--- src/verilog/dsp_ctrl_pkg.sv ---
package dsp_ctrl_pkg;

  // --------------------
  // Mode encoding
  // --------------------
  // Bit positions inside a mode word
  localparam int split_bit = 0;   // Set for two or four lanes
  localparam int quad_bit  = 1;   // Set for four lanes only

  // Quad without split has no name and is illegal
  typedef enum logic [0:1] {
    MODE_1X36 = 2'b00,   // One 36x36 product
    MODE_2X18 = 2'b10,   // Two 18x18 products
    MODE_4X9  = 2'b11    // Four 9x9 products
  } mult_mode_t;

  // --------------------
  // Control state
  // --------------------
  // Whether the running sum holds anything worth adding to
  typedef enum logic {
    ST_EMPTY = 1'b0,     // No valid sum held
    ST_ACCUM = 1'b1      // Sum valid for the held mode
  } ctrl_state_t;

endpackage

--- src/verilog/dsp_data_pkg.sv ---
package dsp_data_pkg;

  // --------------------
  // Datapath widths
  // --------------------
  // Fracture tree is fixed at 36 / 18 / 9
  localparam int op_w      = 36;              // Full operand
  localparam int half_w    = op_w / 2;        // 18x18 fracture half
  localparam int quarter_w = half_w / 2;      // Smallest multiplier
  localparam int prod_w    = 2 * op_w;        // Full product and running sum

  // Accumulator adder is cut into half_w wide segments
  localparam int seg_n     = prod_w / half_w;

  // --------------------
  // Vector types
  // --------------------
  // All ranges ascending so bit 0 is the MSB

  // One 36-bit operand
  typedef logic [0:op_w-1]     operand_t;

  // Operand half, also wide enough for one 9x9 product
  typedef logic [0:half_w-1]   half_t;

  // Product of one 18x18 block, or two 9x9 side by side
  typedef logic [0:2*half_w-1] half_prod_t;

  // Registered product and the lane-split sum
  typedef logic [0:prod_w-1]   prod_t;

endpackage

--- src/verilog/dsp_ctrl.sv ---
`timescale 1ns/1ps

// Slice control
// Tracks whether a running sum exists and in which mode
// Decides load versus add and delays strobes to match the datapath
module dsp_ctrl (
  input  logic                     clk,
  input  logic                     rst,
  input  logic                     in_valid,
  input  logic                     acc,
  input  logic                     clear,
  input  dsp_ctrl_pkg::mult_mode_t mode,
  output logic                     prod_valid,
  output logic                     load,
  output dsp_ctrl_pkg::mult_mode_t lane_mode,
  output logic                     out_valid
);

  dsp_ctrl_pkg::ctrl_state_t state;
  dsp_ctrl_pkg::ctrl_state_t state_d;
  dsp_ctrl_pkg::mult_mode_t  held_mode;   // Lane layout of the running sum
  logic                      load_d;      // Decided at the input cycle

  // --------------------
  // State machine
  // --------------------
  always_comb begin
    state_d = state;
    case (state)
      dsp_ctrl_pkg::ST_EMPTY: begin
        if (in_valid) begin
          state_d = dsp_ctrl_pkg::ST_ACCUM;   // First sample starts a sum
        end
      end
      dsp_ctrl_pkg::ST_ACCUM: begin
        // Clear together with a sample still leaves a fresh sum
        if (clear && !in_valid) begin
          state_d = dsp_ctrl_pkg::ST_EMPTY;
        end
      end
      default: state_d = dsp_ctrl_pkg::ST_EMPTY;
    endcase
  end

  always_ff @(posedge clk) begin
    if (rst) begin
      state     <= dsp_ctrl_pkg::ST_EMPTY;
      held_mode <= dsp_ctrl_pkg::MODE_1X36;
    end else begin
      state <= state_d;
      if (in_valid) begin
        held_mode <= mode;   // Every sample sets the lane layout
      end
    end
  end

  // --------------------
  // Load rule
  // --------------------
  // Any of these means the old sum is meaningless for this sample
  assign load_d = !acc
               || clear
               || (state == dsp_ctrl_pkg::ST_EMPTY)
               || (mode != held_mode);

  // --------------------
  // Strobe pipeline
  // --------------------
  // Product stage lines up with the multiplier register
  always_ff @(posedge clk) begin
    if (rst) begin
      prod_valid <= 1'b0;
      load       <= 1'b0;
      lane_mode  <= dsp_ctrl_pkg::MODE_1X36;
      out_valid  <= 1'b0;
    end else begin
      prod_valid <= in_valid;
      out_valid  <= prod_valid;   // Sum stage
      if (in_valid) begin
        load      <= load_d;
        lane_mode <= mode;
      end
    end
  end

  // --------------------
  // Checks
  // --------------------
  // Quad without split has no lane layout
  a_mode_legal: assert property (
    @(posedge clk) disable iff (rst)
    in_valid |-> (mode inside {dsp_ctrl_pkg::MODE_1X36,
                               dsp_ctrl_pkg::MODE_2X18,
                               dsp_ctrl_pkg::MODE_4X9})
  );

  // No result without a product one stage earlier
  a_out_after_prod: assert property (
    @(posedge clk) disable iff (rst)
    out_valid |-> $past(prod_valid)
  );

endmodule

--- src/verilog/dsp_slice.sv ---
`timescale 1ns/1ps

// Fracturable multiply-accumulate slice
// Sample at t gives out_valid and result at t+2
module dsp_slice (
  input  logic                     clk,
  input  logic                     rst,
  input  logic                     in_valid,
  input  logic                     acc,
  input  logic                     clear,
  input  dsp_data_pkg::operand_t   a,
  input  dsp_data_pkg::operand_t   b,
  input  dsp_ctrl_pkg::mult_mode_t mode,
  output logic                     out_valid,
  output dsp_data_pkg::prod_t      result
);

  // --------------------
  // Product stage wires
  // --------------------
  logic                     prod_valid;   // Registered in_valid
  logic                     load;         // Take product alone
  dsp_ctrl_pkg::mult_mode_t lane_mode;    // Mode of the product in flight
  dsp_data_pkg::prod_t      prod;         // Registered multiplier output

  // Control path
  dsp_ctrl dsp_ctrl_i (
    .clk        (clk),
    .rst        (rst),
    .in_valid   (in_valid),
    .acc        (acc),
    .clear      (clear),
    .mode       (mode),
    .prod_valid (prod_valid),
    .load       (load),
    .lane_mode  (lane_mode),
    .out_valid  (out_valid)
  );

  // Multiplier register enabled by the input strobe
  frac_mult_36x36 frac_mult_36x36_i (
    .clk  (clk),
    .rst  (rst),
    .en   (in_valid),
    .a    (a),
    .b    (b),
    .mode (mode),
    .prod (prod)
  );

  // Accumulator feeds the result directly
  lane_accum lane_accum_i (
    .clk        (clk),
    .rst        (rst),
    .prod_valid (prod_valid),
    .load       (load),
    .lane_mode  (lane_mode),
    .prod       (prod),
    .sum        (result)
  );

endmodule

--- src/verilog/frac_mult_18x18.sv ---
`timescale 1ns/1ps

// 18x18 unsigned multiplier built from four 9x9 products
// With quad set it returns the two diagonal 9x9 products instead
module frac_mult_18x18 (
  input  dsp_data_pkg::half_t      a,
  input  dsp_data_pkg::half_t      b,
  input  logic                     quad,
  output dsp_data_pkg::half_prod_t prod
);

  // --------------------
  // Operand quarters
  // --------------------
  // Zero extended so each 9x9 product is formed at full 18 bits
  dsp_data_pkg::half_t a_hi;
  dsp_data_pkg::half_t a_lo;
  dsp_data_pkg::half_t b_hi;
  dsp_data_pkg::half_t b_lo;

  // Partial products
  dsp_data_pkg::half_t pp_ll;   // A low  * B low
  dsp_data_pkg::half_t pp_lh;   // A low  * B high
  dsp_data_pkg::half_t pp_hl;   // A high * B low
  dsp_data_pkg::half_t pp_hh;   // A high * B high

  // Middle column with its carry at bit 0
  logic [0:dsp_data_pkg::half_w] mid;
  dsp_data_pkg::half_t           top;      // Upper 18 bits of full product
  dsp_data_pkg::half_prod_t      full;     // Unsplit 36-bit product

  assign a_hi = dsp_data_pkg::half_t'(a[0:dsp_data_pkg::quarter_w-1]);
  assign a_lo = dsp_data_pkg::half_t'(a[dsp_data_pkg::quarter_w:dsp_data_pkg::half_w-1]);
  assign b_hi = dsp_data_pkg::half_t'(b[0:dsp_data_pkg::quarter_w-1]);
  assign b_lo = dsp_data_pkg::half_t'(b[dsp_data_pkg::quarter_w:dsp_data_pkg::half_w-1]);

  // --------------------
  // 9x9 products
  // --------------------
  assign pp_ll = a_lo * b_lo;
  assign pp_lh = a_lo * b_hi;
  assign pp_hl = a_hi * b_lo;
  assign pp_hh = a_hi * b_hi;

  // Cross terms plus the spill of the low product
  assign mid = {1'b0, pp_lh}
             + {1'b0, pp_hl}
             + {1'b0, dsp_data_pkg::half_t'(pp_ll[0:dsp_data_pkg::quarter_w-1])};

  // High product takes the upper 10 bits of the middle column
  assign top = pp_hh + dsp_data_pkg::half_t'(mid[0:dsp_data_pkg::quarter_w]);

  // Stitch the columns, lowest 9 bits come straight from pp_ll
  assign full = {top,
                 mid[dsp_data_pkg::quarter_w+1:dsp_data_pkg::half_w],
                 pp_ll[dsp_data_pkg::quarter_w:dsp_data_pkg::half_w-1]};

  // Quad mode drops the cross terms entirely
  assign prod = quad ? {pp_hh, pp_ll} : full;

endmodule

--- src/verilog/frac_mult_36x36.sv ---
`timescale 1ns/1ps

// 36x36 unsigned multiplier from four fracturable 18x18 blocks
// Output is registered on en
module frac_mult_36x36 (
  input  logic                     clk,
  input  logic                     rst,
  input  logic                     en,
  input  dsp_data_pkg::operand_t   a,
  input  dsp_data_pkg::operand_t   b,
  input  dsp_ctrl_pkg::mult_mode_t mode,
  output dsp_data_pkg::prod_t      prod
);

  // Block outputs
  dsp_data_pkg::half_prod_t p_ll;   // A low  * B low
  dsp_data_pkg::half_prod_t p_lh;   // A low  * B high
  dsp_data_pkg::half_prod_t p_hl;   // A high * B low
  dsp_data_pkg::half_prod_t p_hh;   // A high * B high

  logic [0:dsp_data_pkg::op_w] mid;   // Middle column, carry at bit 0
  dsp_data_pkg::half_prod_t    top;   // Upper 36 bits of full product
  dsp_data_pkg::prod_t         full;
  dsp_data_pkg::prod_t         prod_d;

  // --------------------
  // 18x18 blocks
  // --------------------
  // Diagonals fracture further in quad mode
  frac_mult_18x18 mult_ll_i (
    .a    (a[dsp_data_pkg::half_w:dsp_data_pkg::op_w-1]),
    .b    (b[dsp_data_pkg::half_w:dsp_data_pkg::op_w-1]),
    .quad (mode[dsp_ctrl_pkg::quad_bit]),
    .prod (p_ll)
  );

  // Cross blocks never split
  frac_mult_18x18 mult_lh_i (
    .a    (a[dsp_data_pkg::half_w:dsp_data_pkg::op_w-1]),
    .b    (b[0:dsp_data_pkg::half_w-1]),
    .quad (1'b0),
    .prod (p_lh)
  );

  frac_mult_18x18 mult_hl_i (
    .a    (a[0:dsp_data_pkg::half_w-1]),
    .b    (b[dsp_data_pkg::half_w:dsp_data_pkg::op_w-1]),
    .quad (1'b0),
    .prod (p_hl)
  );

  frac_mult_18x18 mult_hh_i (
    .a    (a[0:dsp_data_pkg::half_w-1]),
    .b    (b[0:dsp_data_pkg::half_w-1]),
    .quad (mode[dsp_ctrl_pkg::quad_bit]),
    .prod (p_hh)
  );

  // --------------------
  // Column combine
  // --------------------
  assign mid = {1'b0, p_lh}
             + {1'b0, p_hl}
             + {1'b0, dsp_data_pkg::half_prod_t'(p_ll[0:dsp_data_pkg::half_w-1])};

  assign top  = p_hh + dsp_data_pkg::half_prod_t'(mid[0:dsp_data_pkg::half_w]);
  assign full = {top,
                 mid[dsp_data_pkg::half_w+1:dsp_data_pkg::op_w],
                 p_ll[dsp_data_pkg::half_w:dsp_data_pkg::op_w-1]};

  // Split modes take the diagonals side by side
  assign prod_d = mode[dsp_ctrl_pkg::split_bit] ? {p_hh, p_ll} : full;

  // Product register, holds between samples
  always_ff @(posedge clk) begin
    if (rst) begin
      prod <= '0;
    end else if (en) begin
      prod <= prod_d;
    end
  end

endmodule

--- src/verilog/lane_accum.sv ---
`timescale 1ns/1ps

// 72-bit accumulator whose carry chain is cut at lane boundaries
// Segment 0 is the most significant, carries ripple toward it
module lane_accum (
  input  logic                     clk,
  input  logic                     rst,
  input  logic                     prod_valid,
  input  logic                     load,
  input  dsp_ctrl_pkg::mult_mode_t lane_mode,
  input  dsp_data_pkg::prod_t      prod,
  output dsp_data_pkg::prod_t      sum
);

  dsp_data_pkg::prod_t            addend;       // Held sum or zero on load
  dsp_data_pkg::prod_t            sum_d;
  logic [0:dsp_data_pkg::seg_n-1] carry_pass;   // Carry out of segment s may go on

  // --------------------
  // Lane joins
  // --------------------
  // Top segment carry always dropped
  // 36-bit boundary joins only in the full mode
  // 18-bit boundaries join unless four lanes
  assign carry_pass = {1'b0,
                       ~lane_mode[dsp_ctrl_pkg::quad_bit],
                       ~lane_mode[dsp_ctrl_pkg::split_bit],
                       ~lane_mode[dsp_ctrl_pkg::quad_bit]};

  // Load starts a new sum from this product
  assign addend = load ? '0 : sum;

  // --------------------
  // Segmented adder
  // --------------------
  always_comb begin
    logic [0:dsp_data_pkg::half_w] seg_res;   // Carry out at bit 0
    logic                          cy;
    cy    = 1'b0;
    sum_d = '0;
    // Walk from the least significant segment upward
    for (int s = dsp_data_pkg::seg_n - 1; s >= 0; s--) begin
      seg_res = {1'b0, addend[s*dsp_data_pkg::half_w +: dsp_data_pkg::half_w]}
              + {1'b0, prod[s*dsp_data_pkg::half_w +: dsp_data_pkg::half_w]}
              + {{dsp_data_pkg::half_w{1'b0}}, cy};
      sum_d[s*dsp_data_pkg::half_w +: dsp_data_pkg::half_w] = seg_res[1:dsp_data_pkg::half_w];
      cy = seg_res[0] & carry_pass[s];   // Lane boundary kills it
    end
  end

  // Sum register
  always_ff @(posedge clk) begin
    if (rst) begin
      sum <= '0;
    end else if (prod_valid) begin
      sum <= sum_d;
    end
  end

  // --------------------
  // Checks
  // --------------------
  // Result must stay put between samples since out_valid holds it
  a_sum_hold: assert property (
    @(posedge clk) disable iff (rst)
    !prod_valid |=> $stable(sum)
  );

endmodule
--- config.mk ---
export PLATFORM = sky130hd
export DESIGN_NAME = dsp_slice
export DESIGN_NICKNAME = d
export VERILOG_FILES = /design/src/verilog/dsp_ctrl_pkg.sv /design/src/verilog/dsp_data_pkg.sv /design/src/verilog/dsp_ctrl.sv /design/src/verilog/dsp_slice.sv /design/src/verilog/frac_mult_18x18.sv /design/src/verilog/frac_mult_36x36.sv /design/src/verilog/lane_accum.sv
export SDC_FILE = /design/constraint.sdc
export NUM_CORES = 2
export LEC_CHECK = 0
export BUFFER_PORTS_ARGS = -buffer_cell sky130_fd_sc_hd__buf_2
export CORE_MARGIN = 5
export CORE_UTILIZATION = 55
export DETAILED_ROUTE_END_ITERATION = 10
export GPL_ROUTABILITY_DRIVEN = 0
export GPL_TIMING_DRIVEN = 1
export MAX_ROUTING_LAYER = met4
export PLACE_DENSITY = 0.81
export SLEW_MARGIN = 20
export SYNTH_ARGS = -nofsm -noshare
export SYNTH_HDL_FRONTEND = slang
export SYNTH_SLANG_ARGS = --single-unit
--- constraint.sdc ---
create_clock -name clk -period 22.5 [get_ports clk]
set_input_delay 6.75 -clock clk [delete_from_list [all_inputs] [get_ports clk]]
set_output_delay 6.75 -clock clk [all_outputs]
set_load 0.01 [all_outputs]
Word level (Yosys, flattened, before mapping):

Cells that the tools add are included.

* add/sub/neg operators: 22
* $mul: 16
* eq/ne operators: 1
* mux-type cells: 7
* bitwise gates (word level): 6
* reduce and logical (&&, ||, !) cells: 6

Operators by type and width (count)
* 9-bit by 9-bit multiplier with 18-bit output: 16
* 72-bit two-way mux: 2
* 18-bit by 18-bit adder with 19-bit output: 7
* 19-bit by 9-bit adder with 19-bit output: 4
* 18-bit by 10-bit adder with 18-bit output: 4
* 36-bit two-way mux: 2
* 19-bit by 1-bit adder with 19-bit output: 2
* 36-bit by 36-bit adder with 37-bit output: 1
* 37-bit by 18-bit adder with 37-bit output: 1
* 36-bit by 19-bit adder with 36-bit output: 1
* 18-bit by 1-bit adder with 18-bit output: 1
* 18-bit adder: 1
* 1-bit AND: 3
* 1-bit logical OR: 3
* 1-bit NOT: 3
* 1-bit logical NOT: 2
* 1-bit two-way mux: 2
* 2-bit inequality test: 1
* 1-bit one-hot mux with 2 select lines: 1
* 1-bit logical AND: 1

* bits in registers: 150
* input bits: 79
* output and inout bits: 73
* word-level logic and storage cells: 65

Logic depth before layout (Yosys ltp):

* depth in word-level cells: 8
* gate-level depth with buffers: 71
* depth with buffers taken out: 69

By module:

Synthesis repeated with hierarchy kept, for this count alone.

* cells, all modules: 7150
* area, all modules: 59829.9 µm²

Modules (own cells, without submodules)
* frac_mult_18x18 at frac_mult_36x36_i.mult_ll_i: instances 1, cells each 1431, area an instance 11925.2 µm²
* frac_mult_18x18 at frac_mult_36x36_i.mult_lh_i: instances 1, cells each 1406, area an instance 11881.4 µm²
* frac_mult_18x18 at frac_mult_36x36_i.mult_hl_i: instances 1, cells each 1375, area an instance 11644.9 µm²
* frac_mult_18x18 at frac_mult_36x36_i.mult_hh_i: instances 1, cells each 1351, area an instance 11437.2 µm²
* frac_mult_36x36: instances 1, cells each 769, area an instance 6401.1 µm²
* lane_accum: instances 1, cells each 798, area an instance 6321.1 µm²
* dsp_ctrl: instances 1, cells each 20, area an instance 219.0 µm²

Worst setup path before layout:

OpenSTA, ideal clock, no wires.

* path kind: input-to-reg
* start: input port b[0]
* end: register frac_mult_36x36_i.prod[67]
* arrival time: 20757 ps
* path slack: 1623 ps
* cell stages on the path: 65
* buffers on the path: 2
* cell sequence: clkbuf_1 clkbuf_1 nand2_1 fa_1 inv_1 fa_1 ha_1 inv_1 fa_1 inv_1 ha_1 a21o_1 a21o_1 a21o_1 a31o_2 a41oi_1 nor2b_1 xor2_1 [... 29 more ...] a21oi_1 o211ai_1 a41oi_1 o21ai_1 a211o_1 a211oi_1 a21oi_1 ha_1 a21o_1 a21oi_1 o31ai_1 a21oi_1 a21boi_1 o31ai_1 a21oi_2 nand3_1 nor3_1 a211o_1

* word-level cells in the longest chain between the ends: 8
* elaborated cells on any way between the ends: 15

RTL lines
* start, declared: line dsp_slice.sv:12 `input dsp_data_pkg::operand_t b,`
* 9-bit by 9-bit multiplier with 18-bit output: line frac_mult_18x18.sv:42 `assign pp_hl = a_hi * b_lo;`
* 18-bit by 18-bit adder with 19-bit output: line frac_mult_18x18.sv:47 `+ {1'b0, pp_hl}`
* 19-bit by 9-bit adder with 19-bit output: line frac_mult_18x18.sv:48 `+ {1'b0, dsp_data_pkg::half_t'(pp_ll[0:dsp_data_pkg::quarter_w-1])};`
* 18-bit by 10-bit adder with 18-bit output: line frac_mult_18x18.sv:51 `assign top = pp_hh + dsp_data_pkg::half_t'(mid[0:dsp_data_pkg::quarter_w]);`
* 36-bit by 36-bit adder with 37-bit output / 36-bit two-way mux (equally long branches): line frac_mult_36x36.sv:63, frac_mult_18x18.sv:59
* 37-bit by 18-bit adder with 37-bit output *: line frac_mult_36x36.sv:64 `+ {1'b0, dsp_data_pkg::half_prod_t'(p_ll[0:dsp_data_pkg::half_w-1])};`
* 36-bit by 19-bit adder with 36-bit output *: line frac_mult_36x36.sv:66 `assign top = p_hh + dsp_data_pkg::half_prod_t'(mid[0:dsp_data_pkg::half_w]);`
* 72-bit two-way mux *: line frac_mult_36x36.sv:72 `assign prod_d = mode[dsp_ctrl_pkg::split_bit] ? {p_hh, p_ll} : full;`
* end signal, assigned: line frac_mult_36x36.sv:79 `prod <= prod_d;`
* end, declared: line frac_mult_36x36.sv:12 `output dsp_data_pkg::prod_t prod`

Every way passes the cells marked *; elsewhere a longest branch is shown, timed or not.
A chain may end at the register's enable or synchronous reset.

Worst setup path after layout:

* start: input port b[0]
* end: register frac_mult_36x36_i.prod[62]

The elaborated chain is that of the path after synthesis.

==> metrics.yaml <==
run_status:
  status: "completed"
yosys:
  syn_nets: 8783
  synth_area_um2: 57600
  netlist.area_leader.share_pct: 34.2
  synth_edf_count: 0
  async_flop_share_pct: 0
  synth_cells: 6911
  ys_types: 85
  synth_most_common_cell: "inv_1"
  synth_common_cells: "1329 x inv_1, 996 x nand2_1, 985 x fa_1, 808 x ha_1, 502 x and2_1"
  yosys_register_bits: 150
  yosysSeqAreaShare_pct: 5.21
  ys.flop_type: "dfxtp_1"
  synthTopCellsByArea: "fa_1 34%, ha_1 18%, inv_1 8.7%, nand2_1 6.5%, and2_1 5.4%"
  yosysTopAreaCell: "fa_1"
  synth_warnings: 0
  avgSynthCellArea_um2: 8.34
min_path:
  hold_depth: 2
  whs_endpoint: "frac_mult_36x36_i.prod[0]"
  hold_start: "frac_mult_36x36_i.prod[0]"
  min_path_type: "flop to flop"
run:
  max_cap_viol_count: 0
sta:
  worst_pin_slew_ps: 1090
  finalHoldViolations: 0
  period_minus_slack_ps: 21540
  layout_setup_ws_ps: 963
  fmax_mhz: 46.4
  setup_viol: 0
  tns_ps: 0
  max_slew_margin_pct: 27.0
  fin_skew_ps: 16.9
  finalCritPeriodShare_pct: 95.7
  drv_slew: 0
clock_network:
  cts_setup_buffers: 0
  ctsResizeCount: 0
  clockBufferDepth: 3
  tritoncts: "done"
  numCtsBuffers: 25
  clock_latency_ps: 490
  cts_hold_buf: 0
  cts-root-buf: "clkbuf_16"
  clkSinkCount: 150
  h-tree-depth: 4
  clk_pin_slew_ps: 60
final_layout:
  nNetsFinal: 8702
  fin_cells: 8233
  fillCellCount: 8891
  multi_input_area_um2: 48400
  final-seq-area_um2: 3010
  drive_above_1_share_pct: 4.65
  syn2layout_area_growth_pct: 4.59
detailed_routing:
  num_vias: 47100
  routed_via_density: 5.72
  ant_nets: 0
  drtPass1Iterations: 6
  wl_per_cell_um: 19.1
  drcViolationCount: 0
  wl_mm: 157
  drt_iter0_markers: 3908
worst_setup_path:
  cp-startpoint: "b[0]"
  end_kind: "flop"
  cp-start-kind: "input pin"
  cp.required_ps: 22920
  cpMostUsedCell: "fa_1"
  slowest_delay_ps: 560
  rr_startpoint: "dsp_ctrl_i.load"
  reg2reg_depth: 51
  crit_type: "input pin to flop"
  reg2reg_slack_ps: 10980
  r2r-end: "lane_accum_i.sum[70]"
  worst-endpoint-arrival_ps: 21950
  critPathMaxFanout: 21
  cpMaxStageDelayCell: "fa_1"
global_route:
  antenna_found_initial: 15
  grt-ovfl-total: 0
  grt_pass1_wl_mm: 258
  grt_pass1_vias: 49100
  grt_max_degree: 91
  grt_util_all_layers_pct: 29.2
floorplanning:
  die-area_um2: 111000
  fp.dieH_um: 334
  rows: 118
  die_x_um: 334
  coreArea_um2: 104000
  io_pins: 152
  start_util_pct: 55.5
place:
  pre_cts_ws_ps: 188
  dp.cells: 8183
  dp_hpwl_mm: 123
  numPortBuffers: 151
worst max-delay path by stage:
stage / to / slack [ps] / cells past startpoint
5_1_grt: frac_mult_36x36_i.prod[62] / -8 / 64
6_report: frac_mult_36x36_i.prod[62] / 960 / 64
3_3_place_gp: frac_mult_36x36_i.prod[67] / 520 / 64
3_5_place_dp: frac_mult_36x36_i.prod[67] / 190 / 64
4_1_cts: frac_mult_36x36_i.prod[67] / 650 / 64
2_1_floorplan: frac_mult_36x36_i.prod[67] / 1620 / 65
layer usage:
| layer | part of all wire, % | GRT usage [%] | vias up |
|---|---|---|---|
| li1 | - | - | 21300 |
| met1 | 40 | 37.8 | 23100 |
| met2 | 45 | 46.3 | 2256 |
| met3 | 11 | 5.84 | 386 |
| met4 | 3.9 | 9.70 | 0 |
| met5 | 0 | - | - |
critical path, delay by kind of cell:
family                   cells  cell delay, ps
adder cells (fa/ha/maj)     15            5980
AO/OA/AOI/OAI               29            5810
AND/OR/NAND/NOR              9            2220
buffers and inverters        8             690
XOR/XNOR                     3             440
kinds of logic (layout without fill, tap and decap cells):
family / count (synthesis) / count (layout) / synth area share (%)
AND/OR/NAND/NOR: 2186 / 2186 / 18.0
other: 0 / 18 / 0
multiplexers: 53 / 53 / 0.938
adder cells (fa/ha/maj): 1793 / 1793 / 51.7
XOR/XNOR: 283 / 283 / 4.32
buffers and inverters: 1672 / 1596 / 10.9
flip-flops: 150 / 150 / 5.21
AO/OA/AOI/OAI: 774 / 774 / 8.93
state kept, by name, summed over array words and instances (netlist names):
name and flops:
lane_accum_i.sum 72, dsp_ctrl_i.out_valid 1, dsp_ctrl_i.load 1, dsp_ctrl_i.held_mode 2
dsp_ctrl_i.state 1, frac_mult_36x36_i.prod 72, dsp_ctrl_i.prod_valid 1
final cells by class:
type                            count  share of cell area (%)
Tap cell                         1380                    2.86
Clock inverter                      5                   0.125
Timing Repair Buffer              234                    2.32
Inverter                         1330                    8.28
Sequential cell                   150                    4.98
Multi-Input combinational cell   5089                    80.3
Clock buffer                       27                    1.07
Antenna cell                       18                  0.0747
stage by stage:
stage                     cell area (um^2)  hold WS (ps)  util [%]
final                                60300           481      58.1
after global routing                 60300           502      58.1
after CTS                            60200           477      58.0
after detailed placement             59500           467      57.3
after global placement               59500           461      57.3
after floorplan                      57600           445         -
cells in the final DEF (no fill, tap or decap), types with 18 or more instances in the layout:
master	instances
inv_1	1329
nand2_1	996
fa_1	985
ha_1	808
and2_1	502
nor2_1	278
a21oi_1	226
xnor2_1	201
dfxtp_1	148
buf_2	142
nor2b_1	107
buf_4	86
o21ai_0	85
nor3_1	82
xor2_1	81
nand3_1	80
a21o_1	69
a211oi_1	64
o21bai_1	50
mux2i_1	45
o21a_1	40
or3_1	32
o211ai_1	28
o21ai_1	26
and3_1	26
clkbuf_16	25
diode_2	18
nand2b_1	18
a31oi_1	18
Power is not shown: default switching activity piles up to over one toggle a cycle in this logic, so the estimate is an artifact.
